## src/fetch_pkg.sv

```systemverilog
package fetch_pkg;

    localparam int xlen = 32;

    // First address fetched after reset.
    localparam logic [xlen-1:0] reset_vector = 32'h8000_0000;

    // Read request to instruction memory. req is held until done.
    typedef struct packed {
        logic            req;
        logic [xlen-1:0] addr;
    } mem_req_t;

    // Memory response. data is only meaningful while done is high.
    typedef struct packed {
        logic            done;
        logic [xlen-1:0] data;
    } mem_rsp_t;

    // One fetched instruction, valid for a single cycle.
    typedef struct packed {
        logic            valid;
        logic [xlen-1:0] pc;
        logic [xlen-1:0] instr;
    } fetch_out_t;

endpackage

```

## src/isa_pkg.sv

```systemverilog
package isa_pkg;

    // Major opcodes of RV32I/M.
    localparam logic [6:0] opc_lui    = 7'b0110111;
    localparam logic [6:0] opc_auipc  = 7'b0010111;
    localparam logic [6:0] opc_jal    = 7'b1101111;
    localparam logic [6:0] opc_jalr   = 7'b1100111;
    localparam logic [6:0] opc_branch = 7'b1100011;
    localparam logic [6:0] opc_load   = 7'b0000011;
    localparam logic [6:0] opc_store  = 7'b0100011;
    localparam logic [6:0] opc_op_imm = 7'b0010011;
    localparam logic [6:0] opc_op     = 7'b0110011;
    localparam logic [6:0] opc_fence  = 7'b0001111;
    localparam logic [6:0] opc_system = 7'b1110011;

    // funct7 that turns opc_op into the M extension.
    localparam logic [6:0] funct7_muldiv = 7'b0000001;

    typedef struct packed {
        logic [6:0] funct7;
        logic [4:0] rs2;
        logic [4:0] rs1;
        logic [2:0] funct3;
        logic [4:0] rd;
        logic [6:0] opcode;
    } r_fmt_t;

    // Immediate bits in the order they sit in the word.
    typedef struct packed {
        logic       imm20;
        logic [9:0] imm10_1;
        logic       imm11;
        logic [7:0] imm19_12;
        logic [4:0] rd;
        logic [6:0] opcode;
    } j_fmt_t;

    typedef union packed {
        r_fmt_t r_fmt;
        j_fmt_t j_fmt;
    } instr_u;

    // What fetch needs to know about an instruction.
    typedef enum logic [2:0] {
        cls_seq,
        cls_mul,
        cls_div,
        cls_jal,
        cls_jalr
    } instr_class_e;

endpackage

```

## src/fetch_unit.sv

```systemverilog
`timescale 1ns/1ps

module fetch_unit (
    input  logic                       clk,
    input  logic                       rst_n,
    input  fetch_pkg::mem_rsp_t        mem_rsp,
    input  logic                       ex_redirect,
    input  logic [fetch_pkg::xlen-1:0] ex_target,
    input  logic                       mul_done,
    input  logic                       div_done,
    output fetch_pkg::mem_req_t        mem_req,
    output fetch_pkg::fetch_out_t      fetch_out
);

    import fetch_pkg::*;
    import isa_pkg::*;

    logic [xlen-1:0] fetch_pc;
    logic            fetch_en;
    logic            rsp_ok;
    logic [xlen-1:0] rsp_data;
    logic [xlen-1:0] req_pc;
    instr_class_e    cls;
    logic [xlen-1:0] jal_target;

    logic            out_valid;
    logic [xlen-1:0] out_pc;
    logic [xlen-1:0] out_instr;

    imem_port u_port (
        .clk         (clk),
        .rst_n       (rst_n),
        .fetch_pc    (fetch_pc),
        .fetch_en    (fetch_en),
        .ex_redirect (ex_redirect),
        .mem_rsp     (mem_rsp),
        .mem_req     (mem_req),
        .rsp_ok      (rsp_ok),
        .rsp_data    (rsp_data),
        .req_pc      (req_pc)
    );

    predecoder u_pdec (
        .rsp_data   (rsp_data),
        .req_pc     (req_pc),
        .cls        (cls),
        .jal_target (jal_target)
    );

    pc_sequencer u_seq (
        .clk         (clk),
        .rst_n       (rst_n),
        .rsp_ok      (rsp_ok),
        .cls         (cls),
        .jal_target  (jal_target),
        .ex_redirect (ex_redirect),
        .ex_target   (ex_target),
        .mul_done    (mul_done),
        .div_done    (div_done),
        .fetch_pc    (fetch_pc),
        .fetch_en    (fetch_en)
    );

    always_ff @(posedge clk or negedge rst_n) begin
        if (!rst_n) begin
            out_valid <= 1'b0;
        end else begin
            out_valid <= rsp_ok;
        end
    end

    // Word and its address, captured with the accepted response.
    always_ff @(posedge clk) begin
        if (rsp_ok) begin
            out_pc    <= req_pc;
            out_instr <= rsp_data;
        end
    end

    assign fetch_out = '{valid: out_valid, pc: out_pc, instr: out_instr};

endmodule

```

## src/imem_port.sv

```systemverilog
`timescale 1ns/1ps

module imem_port (
    input  logic                       clk,
    input  logic                       rst_n,
    input  logic [fetch_pkg::xlen-1:0] fetch_pc,
    input  logic                       fetch_en,
    input  logic                       ex_redirect,
    input  fetch_pkg::mem_rsp_t        mem_rsp,
    output fetch_pkg::mem_req_t        mem_req,
    output logic                       rsp_ok,
    output logic [fetch_pkg::xlen-1:0] rsp_data,
    output logic [fetch_pkg::xlen-1:0] req_pc
);

    logic busy;
    logic stale;
    logic start;
    logic done;

    assign done = busy & mem_rsp.done;

    // A redirect moves the pc on this edge, so the old pc is not fetched.
    assign start = ~busy & fetch_en & ~ex_redirect;

    always_ff @(posedge clk or negedge rst_n) begin
        if (!rst_n) begin
            busy  <= 1'b0;
            stale <= 1'b0;
        end else if (done) begin
            busy  <= 1'b0;                  // Idle for at least one cycle.
            stale <= 1'b0;
        end else if (start) begin
            busy  <= 1'b1;
            stale <= 1'b0;
        end else if (busy && ex_redirect) begin
            stale <= 1'b1;                  // Word in flight is now useless.
        end
    end

    always_ff @(posedge clk) begin
        if (start) begin
            req_pc <= fetch_pc;
        end
    end

    assign mem_req = '{req: busy, addr: req_pc};

    // Redirect in the done cycle also kills the response.
    assign rsp_ok   = done & ~stale & ~ex_redirect;
    assign rsp_data = mem_rsp.data;

endmodule

```

## src/pc_sequencer.sv

```systemverilog
`timescale 1ns/1ps

module pc_sequencer (
    input  logic                       clk,
    input  logic                       rst_n,
    input  logic                       rsp_ok,
    input  isa_pkg::instr_class_e      cls,
    input  logic [fetch_pkg::xlen-1:0] jal_target,
    input  logic                       ex_redirect,
    input  logic [fetch_pkg::xlen-1:0] ex_target,
    input  logic                       mul_done,
    input  logic                       div_done,
    output logic [fetch_pkg::xlen-1:0] fetch_pc,
    output logic                       fetch_en
);

    import fetch_pkg::*;
    import isa_pkg::*;

    typedef enum logic [1:0] {
        st_run,
        st_wait_mul,
        st_wait_div,
        st_wait_jalr
    } state_e;

    state_e          state_q;
    state_e          state_d;
    logic [xlen-1:0] pc_q;
    logic [xlen-1:0] pc_d;
    logic [xlen-1:0] pc_inc;

    assign pc_inc = pc_q + 32'd4;

    always_comb begin
        state_d = state_q;
        pc_d    = pc_q;
        if (ex_redirect) begin
            // Execute always wins.
            state_d = st_run;
            pc_d    = ex_target;
        end else begin
            case (state_q)
                st_run: begin
                    if (rsp_ok) begin
                        case (cls)
                            cls_seq:  pc_d = pc_inc;
                            cls_jal:  pc_d = jal_target;
                            cls_mul:  state_d = st_wait_mul;
                            cls_div:  state_d = st_wait_div;
                            cls_jalr: state_d = st_wait_jalr;
                            default:  pc_d = pc_inc;
                        endcase
                    end
                end
                st_wait_mul: begin
                    if (mul_done) begin
                        state_d = st_run;
                        pc_d    = pc_inc;
                    end
                end
                st_wait_div: begin
                    if (div_done) begin
                        state_d = st_run;
                        pc_d    = pc_inc;
                    end
                end
                default: ;                      // jalr only leaves by redirect.
            endcase
        end
    end

    always_ff @(posedge clk or negedge rst_n) begin
        if (!rst_n) begin
            state_q  <= st_run;
            pc_q     <= reset_vector;
            fetch_en <= 1'b0;
        end else begin
            state_q  <= state_d;
            pc_q     <= pc_d;
            fetch_en <= (state_d == st_run);   // Rises one cycle after reset.
        end
    end

    assign fetch_pc = pc_q;

endmodule

```

## src/predecoder.sv

```systemverilog
`timescale 1ns/1ps

module predecoder (
    input  logic [fetch_pkg::xlen-1:0] rsp_data,
    input  logic [fetch_pkg::xlen-1:0] req_pc,
    output isa_pkg::instr_class_e      cls,
    output logic [fetch_pkg::xlen-1:0] jal_target
);

    import fetch_pkg::*;
    import isa_pkg::*;

    instr_u      word;
    logic [20:0] j_imm;
    logic        is_muldiv;

    assign word = rsp_data;

    // J immediate, bit 0 always zero.
    assign j_imm = {
        word.j_fmt.imm20,
        word.j_fmt.imm19_12,
        word.j_fmt.imm11,
        word.j_fmt.imm10_1,
        1'b0
    };

    assign jal_target = req_pc + {{(xlen - 21){j_imm[20]}}, j_imm};

    assign is_muldiv = (word.r_fmt.opcode == opc_op) &&
                       (word.r_fmt.funct7 == funct7_muldiv);

    always_comb begin
        cls = cls_seq;
        if (is_muldiv) begin
            // funct3 0..3 are the multiplies, 4..7 div and rem.
            if (word.r_fmt.funct3 < 3'd4) begin
                cls = cls_mul;
            end else begin
                cls = cls_div;
            end
        end else begin
            case (word.r_fmt.opcode)
                opc_jal:  cls = cls_jal;
                opc_jalr: cls = cls_jalr;
                default:  cls = cls_seq;   // Branches fall through too.
            endcase
        end
    end

endmodule

```

## config.mk

```make
export PLATFORM = sky130hd
export DESIGN_NAME = fetch_unit
export DESIGN_NICKNAME = d
export VERILOG_FILES = /design/src/fetch_pkg.sv /design/src/isa_pkg.sv /design/src/fetch_unit.sv /design/src/imem_port.sv /design/src/pc_sequencer.sv /design/src/predecoder.sv
export SDC_FILE = /design/constraint.sdc
export NUM_CORES = 1
export LEC_CHECK = 0
export ABC_AREA = 0
export BUFFER_PORTS_ARGS = -buffer_cell sky130_fd_sc_hd__clkbuf_2
export CAP_MARGIN = 5
export CELL_PAD_IN_SITES_DETAIL_PLACEMENT = 0
export CELL_PAD_IN_SITES_GLOBAL_PLACEMENT = 1
export CORE_AREA = 8 8 164 166
export CTS_BUF_LIST = sky130_fd_sc_hd__clkbuf_4 sky130_fd_sc_hd__clkbuf_8
export DETAILED_ROUTE_END_ITERATION = 16
export DIE_AREA = 0 0 172 174
export PLACE_DENSITY_LB_ADDON = 0.1
export SETUP_SLACK_MARGIN = 0.2
export SYNTH_ARGS = -nofsm -noshare
export SYNTH_HDL_FRONTEND = slang
export SYNTH_SLANG_ARGS = --single-unit
```

## constraint.sdc

```tcl
create_clock -name clk -period 4 [get_ports clk]
set_input_delay 0.2 -clock clk [delete_from_list [all_inputs] [get_ports clk]]
set_output_delay 0.2 -clock clk [all_outputs]
set_load 0.005 [all_outputs]
```

==> results by group, run 1 <==
Worst setup path
  – Critical path startpoint category: flop
  – Critical path class: flop to flop
  – CP max stage delay: 550 ps
  – Worst EP arrival: between 3000 and 4000 ps
  – Cells on worst reg2reg path: 9
  – Buf+Inv Stages, Crit Path: 0
  – Critical Path End Type: flop
  – Slowest CP cell: a211oi_1
  – WP depth: 9
  – Crit path max fanout: 4
  – Delay-heaviest family, CP: compound AO/OA/AOI/OAI gates
  – Crit path cell chain: ha_1 > a21oi_1 > nand4b_1 > a211oi_1 > nor2_1 > o311ai_2 > xnor2_1 > mux2i_1 > a221o_1
  – Critical Path RT: 4330 ps

Synth
  – Post-synthesis sequential area ratio: around 53%
  – Synthesized area per cell: about 11 µm²
  – Ys async rst share: 28.4%
  – EDFF count, synth: 96
  – Post-Syn Instances: between 600 and 700
  – Net Count, Synth: between 700 and 800
  – Total number of yosys warnings: 0
  – Netlist cell types: between 60 and 70
  – Synth Flop Type: edfxtp_1
  – Yosys reg bits: 134
  – Mapped Area: slightly above 7000 µm²

Min path
  – Hold crit path type: input port to flop
  – Hold path depth: 3

Power
  – Total design power: 3.53 mW
  – Worst VDD drop: about 0.00019 V
  – Power Density: 377 nW/µm²
  – LEAKAGE: about 3.7 nW

CTS
  – Clock sink count: about 130
  – H-tree levels: 4
  – CTS Buf Count: 17
  – Clock slew at reported path FFs: 90 ps
  – Postcts setup bufs: 0
  – CTS root buffer: clkbuf_8
  – Clock Latency Late Sink: ~460 ps
  – Post_cts resized: 0
  – CTS tree: yes
  – Post-CTS Hold Buffers: 56
  – Clock Tree Buf Depth: 2

STA
  – Setup violations, final: 0
  – Slew HR: roughly two fifths
  – Max-slew violations: 0
  – Tcrit/Tclk final: about 77%
  – Setup TNS: 0 ps
  – PnR worst setup slack: 937 ps
  – Hold_ws: between 10 and 15 ps
  – RSZ-0062 raised after global routing: false
  – Max Freq: approximately 330 MHz
  – Clock skew: approximately 14 ps
  – Actual slew at the worst max-slew pin: between 800 and 900 ps
  – Period minus WS final: around 3000 ps
  – Final hold vios: 0

Die
  – Die Area: 29900 µm²
  – Die X: approximately 170 µm
  – Initial Util: 29.4%
  – Core Area: between 20000 and 25000 µm²
  – Die height: about 170 µm
  – FP Rows: 58
  – Ports: 168

Route
  – Residual DRC count: 0
  – Vias per cell: 5.08
  – DR iter-0 viols: roughly 420
  – Number of vias in the routed layout: 6318
  – Drt wl/cell: between 15 and 20 µm
  – Routed wire length: 23.7 mm
  – First drt pass iteration count: 5
  – ANT nets after route: 0

Global route
  – GRT Residual Overflow: 0
  – First-pass GRT wire length: roughly 37 mm
  – Antenna violations before repair: 0
  – All-layer global routing usage: approximately 16%
  – Largest net degree at the start of global routing: 40
  – Vias in the first global route: approximately 6400

Run
  – Max Cap Viol: 0

Cells and area
  – Syn-to-layout area delta: 29.9%
  – Number of diodes: 0
  – Final Non-Filler Cells: about 1200
  – Ratio of cells with drive above 1 in the final layout: around a quarter
  – Layout Nets: 1006

Placed design
  – Post-DP HPWL: 17.5 mm
  – Dpl ws: 959 ps
  – Dpl cells: 1155
  – GPL Wtd Cong: a little over 0.8
  – Number of port buffers: ~170

Outcome
  – Outcome: complete, no violations
worst register-to-register path, stage by stage (launching register included):
cell and delay, ps:
edfxtp_1 460, ha_1 310, a21oi_1 90, nand4b_1 300, a211oi_1 550, nor2_1 210
o311ai_2 400, xnor2_1 180, mux2i_1 110, a221o_1 330
routing by layer:
metal  up-vias  GRT usage (%)  wire length, µm
li1       3011              -                -
met1      3093           21.1            11000
met2       185           25.1            11000
met3        29           2.77             1160
met4         0           5.82              531
met5         -              0                0
worst paths after layout:
path,startpoint,endpoint,slack (ps)
min in group asynchronous,rst_n,u_seq.fetch_pc[1],360
min,ex_target[5],u_seq.fetch_pc[5],10
max in group asynchronous,rst_n,u_seq.fetch_pc[5],3230
max,u_port.req_pc[2],u_seq.fetch_pc[24],940
min reg2reg,u_seq.fetch_pc[0],u_port.req_pc[0],470
max reg2reg,u_port.req_pc[2],u_seq.fetch_pc[24],940
per-stage QoR:
step | cell area [µm²] | util, %
2_1_floorplan | 7210 | -
3_3_place_gp | 8420 | 34.3
3_5_place_dp | 8420 | 34.3
4_1_cts | 9360 | 38.2
5_1_grt | 9360 | 38.2
6_report | 9360 | 38.2
registers in the layout, indices dropped and copies added, names as in the netlist:
name / cells
out_instr: 32
u_seq.fetch_pc: 32
u_port.stale: 1
out_pc: 32
u_port.req_pc: 32
out_valid: 1
u_port.busy: 1
u_seq.fetch_en: 1
u_seq.state_q: 2
power by group:
group	internal (mW)	leakage [nW]	switching (mW)	total (mW)
Clock	0.515	0.179	0.621	1.14
Sequential	1.61	1.34	0.0834	1.69
Combinational	0.296	2.21	0.411	0.706
Total	2.42	3.74	1.11	3.53
layout by cell type, fill, tap and decap left out, types with 16 or more instances in the layout:
cell             n
clkbuf_2       167
edfxtp_1        96
nand2_1         75
a21oi_1         58
dlygate4sd3_1   56
nor2_1          51
o21ai_0         50
dfrtp_1         37
ha_1            35
nand3_1         20
clkbuf_8        17
inv_1           16
kinds of logic after synthesis:
| logic type | Yosys count | synth area share (%) |
|---|---|---|
| buf+inv | 48 | 2.71 |
| fa+ha+maj | 36 | 6.36 |
| simple gates | 221 | 14.7 |
| xor+xnor | 25 | 3.04 |
| compound gates | 209 | 19.0 |
| mux | 7 | 0.972 |
| flops | 134 | 53.2 |
area by class of cell:
type	instances	area (µm²)
well taps	330	413
fillers	2542	15200
multi-input cells	498	3190
clock inverters	14	140
clock buffers	18	241
flip-flops and latches	134	3830
repair buffers	232	1480
inverters	17	63.8
cell usage after synthesis (7+ instances only):
master	n	area, µm²
o22ai_1	13	81.3
ha_1	35	438
mux2i_1	7	70.1
a31oi_1	11	68.8
edfxtp_1	96	2880
a21oi_1	58	290
nor3_1	15	75.1
nand2_1	75	282
dfrtp_1	37	926
nand3_1	20	100
nor2_1	52	195
nand4_1	9	56.3
xor2_1	11	96.3
a211oi_1	11	82.6
inv_1	17	63.8
and3_1	10	62.6
o21ai_0	50	250
a21o_1	11	82.6
clkbuf_1	21	78.8
xnor2_1	14	123
o31ai_1	8	60.1
Note: power is estimated with default switching activity, not from simulation.
==> run 2: changes to the inputs <==
--- a/config.mk
+++ b/config.mk
@@ -5,15 +5,15 @@
 export SDC_FILE = /design/constraint.sdc
 export NUM_CORES = 1
 export LEC_CHECK = 0
-export ABC_AREA = 0
+export ABC_AREA = 1
 export BUFFER_PORTS_ARGS = -buffer_cell sky130_fd_sc_hd__clkbuf_2
 export CAP_MARGIN = 5
 export CELL_PAD_IN_SITES_DETAIL_PLACEMENT = 0
 export CELL_PAD_IN_SITES_GLOBAL_PLACEMENT = 1
-export CORE_AREA = 8 8 164 166
+export CORE_AREA = 8 8 174 176
 export CTS_BUF_LIST = sky130_fd_sc_hd__clkbuf_4 sky130_fd_sc_hd__clkbuf_8
 export DETAILED_ROUTE_END_ITERATION = 16
-export DIE_AREA = 0 0 172 174
+export DIE_AREA = 0 0 182 184
 export PLACE_DENSITY_LB_ADDON = 0.1
 export SETUP_SLACK_MARGIN = 0.2
 export SYNTH_ARGS = -nofsm -noshare
==> constraint.sdc (replaced) <==
create_clock -name clk -period 2.9 [get_ports clk]
set_input_delay 0.145 -clock clk [delete_from_list [all_inputs] [get_ports clk]]
set_output_delay 0.145 -clock clk [all_outputs]
set_load 0.005 [all_outputs]
==> run 2 against run 1 <==
  * First-iteration DRC count fell by 11%
  * Global-route usage increased by 1.5 points
  * Final cell count rose by 28%
  * Critical path type unchanged
  * Largest cell class unchanged
  * Largest power group unchanged
==> results by group, run 2 <==
Outcome
  – Outcome: complete, no violations

Worst setup path
  – Crit path max fanout: 23 (+19)
  – Crit path cell chain: inv_1 > ha_1 > nor3_1 > nor4_2 > nand2_4 > buf_4 > a22oi_1 > nand2_1
  – Delay-heaviest family, CP: simple AND/OR/NAND/NOR gates
  – Buf+Inv Stages, Crit Path: 2 (+2)
  – CP max stage delay: 410 ps (-140 ps)
  – Critical path class: flop to flop
  – Critical Path End Type: flop
  – Critical path origin: u_seq.state_q[0]
  – Critical Path RT: 3230 ps (-1100 ps)
  – Origin of the critical flop-to-flop path: u_seq.state_q[0]
  – Worst EP arrival: 2820 ps (-580 ps)
  – Critical path startpoint category: flop
  – Slowest CP cell: dfrtp_1

Synth
  – Synth Flop Type: edfxtp_1
  – Post-Syn Instances: 997 (+47%)
  – Count leader, synth: nand2_1
  – Ys async rst share: 28.4% (unchanged)
  – Mapped Area: 8090 µm² (+12%)
  – Yosys reg bits: 134 (unchanged)
  – Net Count, Synth: 1103 (+40%)
  – Synthesized area per cell: 8.12 µm² (-23%)
  – Total number of yosys warnings: 0 (unchanged)
  – EDFF count, synth: 96 (unchanged)
  – Synth top area share: 35.6% (-4.4 points)
  – Largest cells by area after synthesis: edfxtp_1, nand2_1, dfrtp_1
  – Top cells by count, synth: nand2_1, inv_1, edfxtp_1
  – Post-synthesis sequential area ratio: 47.4% (-5.8 points)
  – Area leader, netlist: edfxtp_1
  – Netlist cell types: 45 (-31%)

STA
  – Tcrit/Tclk final: 86.1% (+9.5 points)
  – Final hold vios: 0 (unchanged)
  – Max-slew violations: 0 (unchanged)
  – Max Freq: 401 MHz (+23%)
  – Setup violations, final: 0 (unchanged)
  – Actual slew at the worst max-slew pin: 657 ps (-216 ps)
  – Period minus WS final: 2500 ps (-566 ps)
  – Clock skew: 19.2 ps (+5.23 ps)
  – RSZ-0062 raised after global routing: false
  – PnR worst setup slack: 403 ps (-534 ps)
  – Slew HR: 56.1% (+14 points)
  – Setup TNS: 0 ps (unchanged)

Min path
  – Hold wc startpoint: ex_target[25]
  – Hold crit path type: input port to flop

Die
  – Initial Util: 29.5% (+0.077 points)
  – Core Area: 27500 µm² (+12%)
  – Ports: 168 (unchanged)
  – Die X: 182 µm (+5.8%)
  – Die Area: 33500 µm² (+12%)
  – Die height: 184 µm (+5.7%)
  – FP Rows: 61 (+5.2%)

Power
  – Worst VDD drop: 0.000246 V (+29%)
  – Power Density: 522 nW/µm² (+38%)
  – LEAKAGE: 4.78 nW (+28%)

Route
  – ANT nets after route: 0 (unchanged)
  – Drt wl/cell: 18.1 µm (-5.1%)
  – Residual DRC count: 0 (unchanged)
  – Routed wire length: 28.8 mm (+22%)
  – Number of vias in the routed layout: 7495 (+19%)
  – DR iter-0 viols: 375 (-11%)
  – First drt pass iteration count: 5 (unchanged)
  – Vias per cell: 4.70 (-7.4%)

CTS
  – CTS Buf Count: 17 (unchanged)
  – CTS tree: yes
  – Clock Tree Buf Depth: 2 (unchanged)
  – Clock sink count: 134 (unchanged)
  – Clock slew at reported path FFs: 100 ps (about the same)
  – CTS root buffer: clkbuf_8
  – Clock Latency Late Sink: 470 ps (about the same)
  – H-tree levels: 4 (unchanged)

Placed design
  – Number of port buffers: 167 (unchanged)
  – Dpl ws: 395 ps (-564 ps)
  – GPL Wtd Cong: 0.817 (+0.13%)
  – Post-DP HPWL: 22.4 mm (+28%)
  – Dpl cells: 1500 (+30%)
  – DP Area: 9340 µm² (+11%)

Cells and area
  – Ratio of cells with drive above 1 in the final layout: 19.5% (-4.8 points)
  – Syn-to-layout area delta: 28.1%
  – Layout Nets: 1340 (+33%)
  – Fin area: 10400 µm² (+11%)
  – Post-Route Utilization: 37.7% (-0.41 points)
  – Most common cell after layout, fill and taps aside: nand2_1
  – Number of diodes: 0 (unchanged)
  – Final Non-Filler Cells: 1593 (+28%)
  – Commonest non-fill, non-tap cells in the layout: nand2_1, clkbuf_2, inv_1, edfxtp_1, nand3_1

Run
  – Max Cap Viol: 0 (unchanged)

Global route
  – First-pass GRT wire length: 44.4 mm (+22%)
  – GRT Residual Overflow: 0 (unchanged)
  – Vias in the first global route: 7532 (+17%)
  – Antenna violations before repair: 0 (unchanged)
  – Largest net degree at the start of global routing: 55 (+38%)
  – All-layer global routing usage: 17.3% (+1.5 points)
-- run 2: changes by cell type after synthesis, sizes merged, moves of 9 or more --
cell	previous run	this run
nor3	15	25
a22oi	3	12
inv	17	122
a31oi	12	1
a21o	11	1
o21ai	50	36
a211oi	13	0
o22ai	13	2
nand3	20	94
nor2	54	99
and3	10	0
nand2	75	299
clkbuf	21	5
xnor2	14	5
-- run 2: worst min-delay path: stages --
cell	delay, ps
clkbuf_2	80
nor2_1	40
nor2_1	100
nand2_1	60
nand2_1	40
-- run 2: area by class of cell --
| type | count | area (µm²) |
|---|---|---|
| Clock buffer | 18 | 241 |
| Clock inverter | 14 | 166 |
| Fill cell | 2896 | 17100 |
| Inverter | 124 | 465 |
| Multi-Input combinational cell | 719 | 3690 |
| Sequential cell | 134 | 3830 |
| Tap cell | 346 | 433 |
| Timing Repair Buffer | 238 | 1530 |
-- run 2: power by group --
| part | internal (mW) | switching [mW] | leakage, nW | total [mW] |
|---|---|---|---|---|
| Sequential | 2.25 | 0.212 | 1.35 | 2.46 |
| Clock | 0.802 | 0.908 | 0.204 | 1.71 |
| Combinational | 0.468 | 0.767 | 3.22 | 1.23 |
-- run 2: worst paths after layout --
| check | slack, ps | end | cells past startpoint |
|---|---|---|---|
| setup / recovery | 400 | u_seq.fetch_pc[30] | 8 |
| hold / removal | 30 | u_seq.fetch_pc[25] | 5 |
| setup reg to reg | 400 | u_seq.fetch_pc[30] | 8 |
| hold reg to reg | 450 | u_port.req_pc[0] | 0 |
| max in group asynchronous | 1960 | u_seq.fetch_pc[23] | 3 |
| min in group asynchronous | 190 | u_seq.fetch_pc[1] | 2 |
-- run 2: per-stage QoR --
step / hold slack [ps] / power [mW]
after detailed placement: 162 / 3.68
after floorplan: -151 / 3.17
after global placement: 164 / 3.69
after global routing: 46.3 / 5.71
after CTS: 1.37 / 5.48
final: 26.0 / 5.41
-- run 2: what timing repair did --
item | CTS | global route
setup endpoints to repair | 0 | 3
hold buffers | 61 | 0
hold endpoints to repair | 77 | 0
gates resized for setup | 0 | 2
setup buffers | 0 | 0
-- run 2: kinds of logic (layout without fill, tap and decap cells) --
logic type	count (synthesis)	in the layout	share of synthesized area [%]
xor+xnor	13	13	1.41
flops	134	134	47.4
simple gates	550	550	30.0
buf+inv	144	394	7.08
fa+ha+maj	36	36	5.66
compound gates	120	120	8.44
-- run 2: per-layer routing --
layer	share of wire, %	routed length, µm	global-route usage, %
met5	0	0	0
met4	1.0	291	4.30
met3	3.4	966	2.31
met2	46	13200	28.2
met1	50	14300	24.0
==> run 3: changes to the inputs <==
--- a/config.mk
+++ b/config.mk
@@ -12,9 +12,11 @@
 export CELL_PAD_IN_SITES_GLOBAL_PLACEMENT = 1
 export CORE_AREA = 8 8 174 176
 export CTS_BUF_LIST = sky130_fd_sc_hd__clkbuf_4 sky130_fd_sc_hd__clkbuf_8
+export CTS_CLUSTER_SIZE = 14
 export DETAILED_ROUTE_END_ITERATION = 16
 export DIE_AREA = 0 0 182 184
 export PLACE_DENSITY_LB_ADDON = 0.1
+export REMOVE_ABC_BUFFERS = 1
 export SETUP_SLACK_MARGIN = 0.2
 export SYNTH_ARGS = -nofsm -noshare
 export SYNTH_HDL_FRONTEND = slang
==> run 3 against run 2 <==
  * Sequential share of layout area is essentially flat
  * Critical path depth grew 7
  * Worst hold slack lost 6.4 ps
  * Largest power group unchanged
  * Largest cell class unchanged
==> results by group, run 3 (synthesized netlist as in run 2, its figures left out) <==
Outcome
  – Outcome: complete, no violations

Worst setup path
  – Crit path max fanout: 4 (-83%)
  – CP max stage delay: 400 ps (about the same)
  – Crit path cell chain: ha_1 > inv_1 > fa_1 > inv_1 > nand3_1 > nand2_1 > nand2_1 > nand2_1 > nand2_1 > nand2_1 > nand2_1 > nand4_1 > nand3_1 > nand2_1 > nand2_1
  – Slowest CP cell: fa_1
  – Worst EP arrival: 2820 ps (about the same)
  – WP depth: 15 (+7)
  – Critical Path End Type: flop
  – Cells on worst reg2reg path: 15 (+7)
  – Critical path class: flop to flop
  – Cell mode on critical path: nand2_1
  – Origin of the critical flop-to-flop path: u_port.req_pc[1]
  – R2R Setup Slk: 430 ps (+30 ps)
  – Critical path startpoint category: flop
  – Buf+Inv Stages, Crit Path: 2 (unchanged)
  – Delay-heaviest family, CP: simple AND/OR/NAND/NOR gates
  – Critical Path RT: 3250 ps (+20 ps)
  – Reg2reg end: u_seq.fetch_pc[21]

CTS
  – CTS root buffer: clkbuf_8
  – Clock Tree Buf Depth: 2 (unchanged)
  – Clock slew at reported path FFs: 110 ps (about the same)
  – Post_cts resized: 0 (unchanged)
  – H-tree levels: 4 (unchanged)
  – CTS Buf Count: 17 (unchanged)
  – Postcts setup bufs: 0 (unchanged)
  – CTS tree: yes
  – Post-CTS Hold Buffers: 59 (-3.3%)
  – Clock sink count: 134 (unchanged)
  – Clock Latency Late Sink: 470 ps (about the same)

Cells and area
  – Syn-to-layout area delta: 28.1% (about the same)
  – Fillers: 2907 (+0.38%)
  – Most common cell after layout, fill and taps aside: nand2_1
  – Fin area: 10400 µm² (about the same)
  – Layout Nets: 1338 (-0.15%)
  – Final Non-Filler Cells: 1591 (-0.13%)
  – Ratio of cells with drive above 1 in the final layout: 19.4% (-0.049 points)
  – Commonest non-fill, non-tap cells in the layout: nand2_1, clkbuf_2, inv_1, edfxtp_1, nand3_1
  – Post-Route Utilization: 37.7% (about the same)
  – Number of diodes: 0 (unchanged)

Power
  – Power Density: 524 nW/µm² (+0.44%)
  – LEAKAGE: 4.78 nW (+0.11%)
  – Total design power: 5.43 mW (+0.43%)
  – Internal: 3.48 mW (-1.2%)
  – Reg power frac: 45.3% (-0.3 points)
  – Worst VDD drop: 0.000235 V (-4.5%)
  – Sw Pwr: 1.95 mW (+3.5%)
  – Switching share of total power: 35.9% (+1.1 points)
  – Clock network power share: 31.9% (+0.3 points)
  – Logic pwr share: 22.7% (about the same)

Die
  – Die height: 184 µm (unchanged)
  – Core Area: 27500 µm² (unchanged)
  – Die Area: 33500 µm² (unchanged)
  – Initial Util: 29.5% (unchanged)
  – Ports: 168 (unchanged)
  – FP Rows: 61 (unchanged)
  – Die X: 182 µm (unchanged)

Global route
  – Largest net degree at the start of global routing: 47 (-15%)
  – All-layer global routing usage: 17.7% (+0.34 points)
  – Vias in the first global route: 7495 (-0.49%)
  – Routing usage on met1: 24.5% (+0.49 points)
  – Antenna violations before repair: 0 (unchanged)
  – Met2 Resource Use GR: 28.9% (+0.66 points)
  – Top Usage Layer GRT: met2
  – GRT Residual Overflow: 0 (unchanged)
  – First-pass GRT wire length: 45.2 mm (+1.7%)
  – Met3 Resource Use GR: 2.37% (+0.059 points)

Route
  – Vias per cell: 4.71 (+0.11%)
  – Residual DRC count: 0 (unchanged)
  – Routed wire length: 29.3 mm (+1.9%)
  – First drt pass iteration count: 4 (-1)
  – Drt wl/cell: 18.4 µm (+2.0%)
  – Number of vias in the routed layout: 7494 (-0.013%)
  – DR iter-0 viols: 470 (+25%)
  – ANT nets after route: 0 (unchanged)

STA
  – RSZ-0062 raised after global routing: false
  – Slew HR: 56.1% (about the same)
  – Clock skew: 24.9 ps (+5.76 ps)
  – Actual slew at the worst max-slew pin: 658 ps (+0.635 ps)
  – Hold_ws: 19.6 ps (-6.45 ps)
  – Max Freq: 405 MHz (+1.1%)
  – Setup violations, final: 0 (unchanged)
  – Max-slew violations: 0 (unchanged)
  – Tcrit/Tclk final: 85.1% (-0.95 points)
  – Final hold vios: 0 (unchanged)
  – PnR worst setup slack: 431 ps (+27.7 ps)
  – Period minus WS final: 2470 ps (-27.7 ps)
  – Setup TNS: 0 ps (unchanged)

Min path
  – Min-Delay Endpoint: u_seq.fetch_pc[29]
  – Hold path depth: 3 (-2)
  – Hold crit path type: input port to flop
  – Hold wc startpoint: ex_target[29]

Placed design
  – GPL Wtd Cong: 0.818 (+0.12%)
  – Dpl ws: 477 ps (+82.6 ps)
  – Number of port buffers: 167 (unchanged)
  – DP Area: 9360 µm² (+0.13%)
  – Post-DP HPWL: 23.0 mm (+2.4%)
  – Dpl cells: 1500 (unchanged)

Run
  – Max Cap Viol: 0 (unchanged)
## run 3: cell types whose count changed in the layout (fill, tap and decap cells not counted)
cell           change
inv_8              +3
clkinv_8           +2
clkinvlp_4         -2
dlygate4sd3_1      -2
buf_12             +1
buf_4              -1
bufinv_16          -1
clkbuf_4           -1
clkbuf_8           +1
clkinv_2           -1
clkinv_4           -1
nand2_1            +1
nand2_4            -1
## run 3: how the worst max path moves through the flow
| stage | start | endpoint | slack (ps) |
|---|---|---|---|
| 3_5_place_dp | u_port.req_pc[1] | u_seq.fetch_pc[21] | 480 |
| 6_report | u_port.req_pc[1] | u_seq.fetch_pc[21] | 430 |
| 5_1_grt | u_port.req_pc[1] | u_seq.fetch_pc[21] | 200 |
| 4_1_cts | u_port.req_pc[1] | u_seq.fetch_pc[21] | 420 |
| 2_1_floorplan | u_seq.state_q[0] | u_seq.fetch_pc[20] | -430 |
| 3_3_place_gp | u_port.req_pc[1] | u_seq.fetch_pc[27] | 460 |
## run 3: area by class of cell
class                           count  area (µm²)  share of cell area (%)
Clock buffer                       18         248                    2.39
Clock inverter                     14         174                    1.68
Inverter                          124         465                    4.49
Multi-Input combinational cell    719        3690                    35.6
Sequential cell                   134        3830                    37.0
Tap cell                          346         433                    4.18
Timing Repair Buffer              236        1530                    14.7
## run 3: power groups by stage
stage	Combinational [mW]	Sequential, mW	Clock [mW]
after CTS	1.25	2.46	1.79
after detailed placement	1.18	2.51	0
final	1.24	2.46	1.73
after floorplan	0.727	2.43	0
after global routing	1.40	2.49	1.87
after global placement	1.19	2.51	0
## run 3: worst register-to-register path, cell delays in order (launching register included)
cell	delay (ps)
edfxtp_1	390
ha_1	200
inv_1	60
fa_1	400
inv_1	70
nand3_1	70
nand2_1	170
nand2_1	80
nand2_1	180
nand2_1	100
nand2_1	120
nand2_1	100
nand4_1	100
nand3_1	160
nand2_1	110
nand2_1	60
## run 3: metal layers
layer,part of all wire (%),vias up
met5,0,-
met4,0.99,0
met3,3.7,15
met2,46,164
met1,49,3510
li1,-,3805
